<file path="src/core_defs.svh">
`ifndef CORE_DEFS_SVH
`define CORE_DEFS_SVH

// datapath
`define DATA_W 32

// architectural registers
`define REG_N 16
`define REG_W 4

// reorder buffer, tag width follows depth
`define ROB_DEPTH 8
`define ROB_W 3

`define MUL_LAT 3

`endif
</file>
<file path="src/core_pkg.sv">
`include "core_defs.svh"

package core_pkg;

	typedef enum logic [3:0] {
		OP_ADD  = 4'h0,
		OP_SUB  = 4'h1,
		OP_MOVI = 4'h2,
		OP_MUL  = 4'h3
	} opcode_e;

	// instruction word layout
	typedef struct packed {
		logic [3:0]        opcode;
		logic [`REG_W-1:0] rd;
		logic [`REG_W-1:0] rs1;
		logic [`REG_W-1:0] rs2;
		logic [15:0]       imm;
	} inst_t;

	typedef logic [`ROB_W-1:0] tag_t;

	typedef struct packed {
		logic               valid;
		tag_t               tag;
		logic [`DATA_W-1:0] data;
	} cdb_t;

	typedef enum logic {SLOT_ALU, SLOT_MUL} slot_e;

endpackage

</file>
<file path="src/issue_if.sv">
`timescale 1ns/1ps
`include "core_defs.svh"

interface issue_if import core_pkg::*; ();
	logic               valid;
	logic               ready;
	opcode_e            op;
	tag_t               tag;
	logic [`DATA_W-1:0] opa;
	logic [`DATA_W-1:0] opb;

	modport decode (
		output valid, op, tag, opa, opb,
		input  ready
	);

	// ready comes from the result bus slot check
	modport arbiter (
		input  valid, op, tag,
		output ready
	);

	modport monitor (
		input valid, ready, op, opa, opb
	);
endinterface

</file>
<file path="src/core_top.sv">
`timescale 1ns/1ps
`include "core_defs.svh"

module core_top import core_pkg::*; (
	input  logic               clk,
	input  logic               arst_n,
	input  logic               inst_valid,
	input  logic [31:0]        inst,
	output logic               inst_ready,
	output logic               commit_valid,
	output logic [`REG_W-1:0]  commit_reg,
	output logic [`DATA_W-1:0] commit_data
);
	////////////////////////////////////////////////////////////////////////////
	// wires
	////////////////////////////////////////////////////////////////////////////
	issue_if iss ();

	logic [`REG_W-1:0]  rs1;
	logic [`REG_W-1:0]  rs2;
	logic [`DATA_W-1:0] src_val [2];
	logic               src_pend [2];
	tag_t               src_tag [2];
	logic               rob_full;
	tag_t               rob_tail;
	logic               rob_done [2];
	logic [`DATA_W-1:0] rob_data [2];
	logic               alloc;
	logic [`REG_W-1:0]  alloc_rd;
	tag_t               commit_tag;
	logic [`DATA_W-1:0] alu_data;
	logic [`DATA_W-1:0] mul_data;
	cdb_t               cdb;

	////////////////////////////////////////////////////////////////////////////
	// instances
	////////////////////////////////////////////////////////////////////////////
	issue_decode u_decode (
		.clk, .arst_n, .inst_valid, .inst(inst_t'(inst)), .inst_ready, .iss, .cdb,
		.rs1, .rs2, .src_val, .src_pend, .src_tag,
		.rob_full, .rob_tail, .rob_done, .rob_data, .alloc, .alloc_rd
	);

	reg_status u_regs (
		.clk, .arst_n, .rs1, .rs2, .src_val, .src_pend, .src_tag,
		.issue(alloc), .issue_rd(alloc_rd), .issue_tag(rob_tail),
		.commit(commit_valid), .commit_reg, .commit_tag, .commit_data
	);

	exec_units u_exec (.clk, .arst_n, .iss, .alu_data, .mul_data);

	cdb_arbiter u_cdb (.clk, .arst_n, .iss, .alu_data, .mul_data, .cdb);

	// lookups follow the pending tags of the two sources
	reorder_buffer u_rob (
		.clk, .arst_n, .alloc, .alloc_rd, .rob_full, .rob_tail,
		.look_tag(src_tag), .rob_done, .rob_data, .cdb,
		.commit_valid, .commit_reg, .commit_tag, .commit_data
	);
endmodule

</file>
<file path="src/reorder_buffer.sv">
`timescale 1ns/1ps
`include "core_defs.svh"

module reorder_buffer import core_pkg::*; (
	input  logic               clk,
	input  logic               arst_n,
	input  logic               alloc,
	input  logic [`REG_W-1:0]  alloc_rd,
	output logic               rob_full,
	output tag_t               rob_tail,
	input  tag_t               look_tag [2],
	output logic               rob_done [2],
	output logic [`DATA_W-1:0] rob_data [2],
	input  cdb_t               cdb,
	output logic               commit_valid,
	output logic [`REG_W-1:0]  commit_reg,
	output tag_t               commit_tag,
	output logic [`DATA_W-1:0] commit_data
);
	logic [`REG_W-1:0]  dest [`ROB_DEPTH];
	logic [`DATA_W-1:0] data [`ROB_DEPTH];
	logic               done [`ROB_DEPTH];
	tag_t               head;
	tag_t               tail;
	logic [`ROB_W:0]    count;

	////////////////////////////////////////////////////////////////////////////
	// pointers and done flags
	////////////////////////////////////////////////////////////////////////////
	always_ff @(posedge clk or negedge arst_n) begin
		if (!arst_n) begin
			head  <= '0;
			tail  <= '0;
			count <= '0;
			for (int i = 0; i < `ROB_DEPTH; i++)
				done[i] <= 1'b0;
		end else begin
			if (cdb.valid)
				done[cdb.tag] <= 1'b1;
			if (alloc) begin
				done[tail] <= 1'b0;
				tail       <= tail + 1'b1;
			end
			if (commit_valid)
				head <= head + 1'b1;
			count <= count + alloc - commit_valid;
		end
	end

	// payload
	always_ff @(posedge clk) begin
		if (alloc)
			dest[tail] <= alloc_rd;
		if (cdb.valid)
			data[cdb.tag] <= cdb.data;
	end

	assign rob_full = (count == `ROB_DEPTH);
	assign rob_tail = tail;

	for (genvar i = 0; i < 2; i++) begin : g_look
		assign rob_done[i] = done[look_tag[i]];
		assign rob_data[i] = data[look_tag[i]];
	end

	////////////////////////////////////////////////////////////////////////////
	// in-order retire, one per cycle
	////////////////////////////////////////////////////////////////////////////
	assign commit_valid = (count != 0) && done[head];
	assign commit_reg   = dest[head];
	assign commit_tag   = head;
	assign commit_data  = data[head];

	a_cdb_allocated: assert property (@(posedge clk) disable iff (!arst_n)
		cdb.valid |-> tag_t'(cdb.tag - head) < count);
endmodule

</file>
<file path="src/cdb_arbiter.sv">
`timescale 1ns/1ps
`include "core_defs.svh"

module cdb_arbiter import core_pkg::*; (
	input  logic               clk,
	input  logic               arst_n,
	issue_if.arbiter           iss,
	input  logic [`DATA_W-1:0] alu_data,
	input  logic [`DATA_W-1:0] mul_data,
	output cdb_t               cdb
);
	typedef struct packed {
		logic  valid;
		tag_t  tag;
		slot_e slot;
	} rsv_t;

	rsv_t rsv [`MUL_LAT];
	logic mul_fire;
	logic alu_fire;

	// alu waits while slot 1 is about to move into slot 0
	assign iss.ready = (iss.op == OP_MUL) || !rsv[1].valid;
	assign mul_fire  = iss.valid && iss.ready && iss.op == OP_MUL;
	assign alu_fire  = iss.valid && iss.ready && iss.op != OP_MUL;

	always_ff @(posedge clk or negedge arst_n) begin
		if (!arst_n) begin
			for (int i = 0; i < `MUL_LAT; i++)
				rsv[i] <= '0;
		end else begin
			for (int i = 0; i < `MUL_LAT-1; i++)
				rsv[i] <= rsv[i+1];
			rsv[`MUL_LAT-1] <= '{valid: mul_fire, tag: iss.tag, slot: SLOT_MUL};
			if (alu_fire)
				rsv[0] <= '{valid: 1'b1, tag: iss.tag, slot: SLOT_ALU};
		end
	end

	assign cdb.valid = rsv[0].valid;
	assign cdb.tag   = rsv[0].tag;
	assign cdb.data  = (rsv[0].slot == SLOT_MUL) ? mul_data : alu_data;

	// a multiply still owns the bus slot it reserved
	a_near_slot_once: assert property (@(posedge clk) disable iff (!arst_n)
		mul_fire |-> ##`MUL_LAT cdb.valid && rsv[0].slot == SLOT_MUL
			&& cdb.tag == $past(iss.tag, `MUL_LAT));
endmodule

</file>
<file path="src/exec_units.sv">
`timescale 1ns/1ps
`include "core_defs.svh"

module exec_units import core_pkg::*; (
	input  logic               clk,
	input  logic               arst_n,
	issue_if.monitor           iss,
	output logic [`DATA_W-1:0] alu_data,
	output logic [`DATA_W-1:0] mul_data
);
	logic [`DATA_W-1:0] mul_pipe [`MUL_LAT];
	logic               alu_fire;

	assign alu_fire = iss.valid && iss.ready && iss.op != OP_MUL;

	// single cycle alu, result sits on the bus the next cycle
	always_ff @(posedge clk or negedge arst_n) begin
		if (!arst_n) begin
			alu_data <= '0;
		end else if (alu_fire) begin
			case (iss.op)
				OP_SUB:  alu_data <= iss.opa - iss.opb;
				OP_MOVI: alu_data <= iss.opa;
				default: alu_data <= iss.opa + iss.opb;
			endcase
		end
	end

	// low product word, the arbiter knows which stage holds a live result
	always_ff @(posedge clk or negedge arst_n) begin
		if (!arst_n) begin
			for (int i = 0; i < `MUL_LAT; i++)
				mul_pipe[i] <= '0;
		end else begin
			mul_pipe[0] <= iss.opa * iss.opb;
			for (int i = 1; i < `MUL_LAT; i++)
				mul_pipe[i] <= mul_pipe[i-1];
		end
	end

	assign mul_data = mul_pipe[`MUL_LAT-1];
endmodule

</file>
<file path="src/reg_status.sv">
`timescale 1ns/1ps
`include "core_defs.svh"

module reg_status import core_pkg::*; (
	input  logic               clk,
	input  logic               arst_n,
	input  logic [`REG_W-1:0]  rs1,
	input  logic [`REG_W-1:0]  rs2,
	output logic [`DATA_W-1:0] src_val [2],
	output logic               src_pend [2],
	output tag_t               src_tag [2],
	input  logic               issue,
	input  logic [`REG_W-1:0]  issue_rd,
	input  tag_t               issue_tag,
	input  logic               commit,
	input  logic [`REG_W-1:0]  commit_reg,
	input  tag_t               commit_tag,
	input  logic [`DATA_W-1:0] commit_data
);
	logic [`DATA_W-1:0] regs [`REG_N];
	logic               pend [`REG_N];
	tag_t               last_tag [`REG_N];

	always_ff @(posedge clk or negedge arst_n) begin
		if (!arst_n) begin
			for (int i = 0; i < `REG_N; i++) begin
				regs[i] <= '0;
				pend[i] <= 1'b0;
			end
		end else begin
			if (commit) begin
				regs[commit_reg] <= commit_data;
				// an older commit leaves a newer producer pending
				if (last_tag[commit_reg] == commit_tag)
					pend[commit_reg] <= 1'b0;
			end
			if (issue)
				pend[issue_rd] <= 1'b1;
		end
	end

	always_ff @(posedge clk) begin
		if (issue)
			last_tag[issue_rd] <= issue_tag;
	end

	assign src_val[0]  = regs[rs1];
	assign src_val[1]  = regs[rs2];
	assign src_pend[0] = pend[rs1];
	assign src_pend[1] = pend[rs2];
	assign src_tag[0]  = last_tag[rs1];
	assign src_tag[1]  = last_tag[rs2];
endmodule

</file>
<file path="src/issue_decode.sv">
`timescale 1ns/1ps
`include "core_defs.svh"

module issue_decode import core_pkg::*; (
	input  logic               clk,
	input  logic               arst_n,
	input  logic               inst_valid,
	input  inst_t              inst,
	output logic               inst_ready,
	issue_if.decode            iss,
	input  cdb_t               cdb,
	output logic [`REG_W-1:0]  rs1,
	output logic [`REG_W-1:0]  rs2,
	input  logic [`DATA_W-1:0] src_val [2],
	input  logic               src_pend [2],
	input  tag_t               src_tag [2],
	input  logic               rob_full,
	input  tag_t               rob_tail,
	input  logic               rob_done [2],
	input  logic [`DATA_W-1:0] rob_data [2],
	output logic               alloc,
	output logic [`REG_W-1:0]  alloc_rd
);
	opcode_e            op;
	logic [`DATA_W-1:0] imm_ext;
	logic [`DATA_W-1:0] val [2];
	logic [1:0]         known;
	logic [`ROB_W:0]    issued_cnt;

	// unknown opcodes run as add
	always_comb begin
		case (inst.opcode)
			OP_SUB:  op = OP_SUB;
			OP_MOVI: op = OP_MOVI;
			OP_MUL:  op = OP_MUL;
			default: op = OP_ADD;
		endcase
	end

	assign imm_ext = {{(`DATA_W-16){inst.imm[15]}}, inst.imm};
	assign rs1 = inst.rs1;
	assign rs2 = inst.rs2;

	// register file first, then the bus this cycle, then a finished rob entry
	always_comb begin
		for (int i = 0; i < 2; i++) begin
			if (!src_pend[i]) begin
				known[i] = 1'b1;
				val[i]   = src_val[i];
			end else if (cdb.valid && cdb.tag == src_tag[i]) begin
				known[i] = 1'b1;
				val[i]   = cdb.data;
			end else begin
				known[i] = rob_done[i];
				val[i]   = rob_data[i];
			end
		end
	end

	assign iss.op    = op;
	assign iss.tag   = rob_tail;
	assign iss.opa   = (op == OP_MOVI) ? imm_ext : val[0];
	assign iss.opb   = (op == OP_MOVI) ? '0 : val[1];
	assign iss.valid = inst_valid && !rob_full && (op == OP_MOVI || known == 2'b11);

	assign alloc      = iss.valid && iss.ready;
	assign alloc_rd   = inst.rd;
	assign inst_ready = alloc;

	// saturates once the buffer could have filled
	always_ff @(posedge clk or negedge arst_n) begin
		if (!arst_n) begin
			issued_cnt <= '0;
		end else if (alloc && issued_cnt != `ROB_DEPTH) begin
			issued_cnt <= issued_cnt + 1'b1;
		end
	end

	a_no_alloc_full: assert property (@(posedge clk) disable iff (!arst_n)
		rob_full |-> !alloc && issued_cnt == `ROB_DEPTH);
endmodule

</file>
<file path="config.mk">
export PLATFORM = sky130hd
export DESIGN_NAME = core_top
export DESIGN_NICKNAME = d
export VERILOG_FILES = /design/src/core_pkg.sv /design/src/issue_if.sv /design/src/core_top.sv /design/src/reorder_buffer.sv /design/src/cdb_arbiter.sv /design/src/exec_units.sv /design/src/reg_status.sv /design/src/issue_decode.sv
export VERILOG_INCLUDE_DIRS = /design/src
export SDC_FILE = /design/constraint.sdc
export NUM_CORES = 2
export LEC_CHECK = 0
export ABC_CLOCK_PERIOD_IN_PS = 10450
export BUFFER_PORTS_ARGS = -buffer_cell sky130_fd_sc_hd__buf_4
export CORE_UTILIZATION = 30
export DETAILED_ROUTE_END_ITERATION = 16
export PLACE_DENSITY_LB_ADDON = 0.05
export SETUP_SLACK_MARGIN = 0.4
export SYNTH_ARGS = -nofsm -noshare
export SYNTH_HDL_FRONTEND = slang
export SYNTH_SLANG_ARGS = --single-unit
export TNS_END_PERCENT = 10
</file>
<file path="constraint.sdc">
create_clock -name clk -period 10.45 [get_ports clk]
set_clock_uncertainty 0.15 [all_clocks]
set_input_delay 1.5675 -clock clk [delete_from_list [all_inputs] [get_ports clk]]
set_output_delay 1.5675 -clock clk [all_outputs]
set_load 0.03 [all_outputs]
</file>
==> impl_metrics.env <==
export IMPL_drv_slew=0
export IMPL_clkLatencyLatePin_ps=800
export IMPL_grt_max_degree=173
export IMPL_critPathMaxFanout=12
export IMPL_overflow=0
export IMPL_routed_wl_um=305300
export IMPL_drt_iter0_drc=4113
export IMPL_synth_common_cells="nand2_1 (998), dfrtp_1 (689), o21ai_0 (650)"
export IMPL_crit_arrival_ps=10930
export IMPL_cts_buffers=132
export IMPL_crit_buf_inv=8
export IMPL_num_rows=177
export IMPL_cts_tree="built"
export IMPL_rrSetupSlack_ps=480
export IMPL_die_width_um=486.1
export IMPL_period_share_pct=99.55
export IMPL_yosysWarningCount=0
export IMPL_hold_start="u_exec.mul_pipe[38]"
export IMPL_dp_hpwl_um=226600
export IMPL_first_global_vias=56210
export IMPL_antenna_found_initial=17
export IMPL_hold_path_endpoint="u_exec.mul_data[6]"
export IMPL_maxCapViolations=0
export IMPL_cts_buffer_depth=3
export IMPL_die_h_um=486.1
export IMPL_regToRegEndpoint="u_exec.mul_pipe[95]"
export IMPL_yosysMostFrequentCell="nand2_1"
export IMPL_post_drt_via_cell_ratio=5.217
export IMPL_synth_nets=7062
export IMPL_nFillCells=23105
export IMPL_rsz0062_at_grt="true"
export IMPL_wl_per_cell_um=29.48
export IMPL_h_tree_depth=4
export IMPL_hold_viol=0
export IMPL_detail_route_antenna_nets=0
export IMPL_criticalPathCategory="primary input to flip-flop"
export IMPL_synthCells=6453
export IMPL_cts_hold_buf=0
export IMPL_post_layout_nonfiller_instances=10356
export IMPL_fin_nets=7719
export IMPL_drive_gt1_share_pct=28.13
export IMPL_port_buffers=72
export IMPL_dieArea_um2=236300
export IMPL_r2r_cells=36
export IMPL_coreArea_um2=232800
export IMPL_synth_distinct_cells=101
export IMPL_status="finished, final reports clean"
export IMPL_relSlewSlack_pct=23.58
export IMPL_synth_area_leaders="dfrtp_1 (25%), edfxtp_1 (14%), mux4_2 (13%), fa_1 (12%), nand2_1 (5.3%)"
export IMPL_r2r_start="u_regs.last_tag[2][0]"
export IMPL_setup_viol=0
export IMPL_holdPathStages=0
export IMPL_grt_total_usage_pct=25.90
export IMPL_synth_edf_count=336
export IMPL_required_ps=10980
export IMPL_critical_path_top_delay_family="adder cells"
export IMPL_fmax_mhz=96.13
export IMPL_clk_pin_slew_ps=70
export IMPL_max_stage_delay_ps=570
export IMPL_yosys_area_top_type="dfrtp_1"
export IMPL_cp_end_kind="flip-flop"
export IMPL_synthArstFlopShare_pct=67.22
export IMPL_cts_root_buf="clkbuf_16"
export IMPL_synth_seq_area_share_pct=38.88
export IMPL_place_gp_congestion=0.9234
export IMPL_io_pins=73
export IMPL_crit_path_frequent_cell="fa_1"
export IMPL_worst_pin_slew_ps=1136
export IMPL_synth_seq_cells=1025
export IMPL_dr_pass1_iters=5
export IMPL_start_util_pct=30.20
export IMPL_yosys_most_used_dff="dfrtp_1"
export IMPL_num_vias=54026
export IMPL_min_period_ps=10400
export IMPL_cts_sinks=1025
export IMPL_cp_start_kind="primary input"
export IMPL_cpMaxStageDelayCell="fa_1"
export IMPL_dp_cells=10033
export IMPL_drc=0
export IMPL_synth_top_area_share_pct=24.52
export IMPL_synth_area_per_cell_um2=10.89
export IMPL_syn_area_um2=70300
export IMPL_area_delta_synth_final_pct=23.77
export IMPL_hp_class="flip-flop to flip-flop"
export IMPL_grt_first_pass_wirelength_um=433300
worst max path at each step:
stage | slack (ps) | end | start | depth (start not counted)
detailed placement | -1420 | u_exec.mul_pipe[95] | inst[22] | 38
finish | 50 | u_exec.mul_pipe[95] | inst[16] | 36
CTS | 110 | u_exec.mul_pipe[95] | inst[22] | 40
global route | -230 | u_exec.mul_pipe[95] | inst[16] | 33
global placement | -1420 | u_exec.mul_pipe[95] | inst[22] | 38
floorplan | -340 | u_exec.mul_pipe[95] | inst[23] | 36
state kept, by name, summed over array words and instances (netlist names), 16 cells and up:
| name | flops |
|---|---|
| u_exec.alu_data | 32 |
| u_exec.mul_data | 32 |
| u_exec.mul_pipe | 64 |
| u_regs.last_tag | 48 |
| u_regs.pend | 16 |
| u_regs.regs | 512 |
| u_rob.data | 256 |
| u_rob.dest | 32 |
kinds of logic (layout without fill, tap and decap cells):
family                     Yosys count  in the layout  synth area share (%)
other                                1             12              0.005334
AOI/OAI and AO/OA                 1139           1139                 9.769
buffers and inverters             1015           1775                 5.912
and+or+nand+nor                   1861           1861                 11.50
DFF                               1025           1025                 38.88
xor gates and xnor gates           144            144                 1.883
adders and majority gates          574            574                 14.59
muxes                              694            694                 17.46
through the flow:
step	setup TNS, ps	cell area, um^2	setup slack (ps)	hold WS (ps)	utilization, %
3_5_place_dp	-12200	80760	-1424	184.7	34.70
4_1_cts	0	86310	114.6	196.6	37.08
6_report	0	87010	47.43	190.9	37.38
2_1_floorplan	-433.9	70800	-337.8	181.2	-
3_3_place_gp	-12080	80760	-1423	181.4	34.70
5_1_grt	-415.8	86990	-231.0	200.7	37.37
area by class of cell:
cell class	count	area [um^2]	share of cell area [%]
tap	3132	3919	4.504
inverter	548	2064	2.373
clock inverter	52	614.3	0.7060
timing repair buffer	990	8985	10.33
antenna	11	27.53	0.03163
sequential	1025	27340	31.42
multi-input combinational	4413	40200	46.20
clock buffer	185	3861	4.437
placed cells by master (no fill, tap or decap), drive strengths merged, types with 95 or more instances in the layout:
master and count:
xnor2 109, clkbuf 186, buf 988, inv 551, fa 410, dfrtp 689, ha 164, a21oi 105
o21ai 670, nor2 386, mux2i 199, mux4 412, nand3 95, edfxtp 336, nand2 998
per-layer routing:
layer	global-route usage [%]	vias to the layer above	part of all wire, %
met5	0	-	0.0036
met4	9.859	2	4.3
met3	3.061	445	4.5
met2	43.00	1518	48
met1	34.51	28242	43
li1	-	23819	-
repair_timing:
| item | in CTS | in global routing |
|---|---|---|
| gates cloned | 2 | 1 |
| endpoints found under the setup margin | 12 | 12 |
| resized for setup | 134 | 112 |
| setup buffers | 51 | 21 |
| pin swaps | 68 | 76 |
| endpoints found under the hold margin | 0 | 0 |
Power is left out: the tool's default activity adds up to more than one toggle a clock period on the data nets, which glitch-free logic cannot reach.
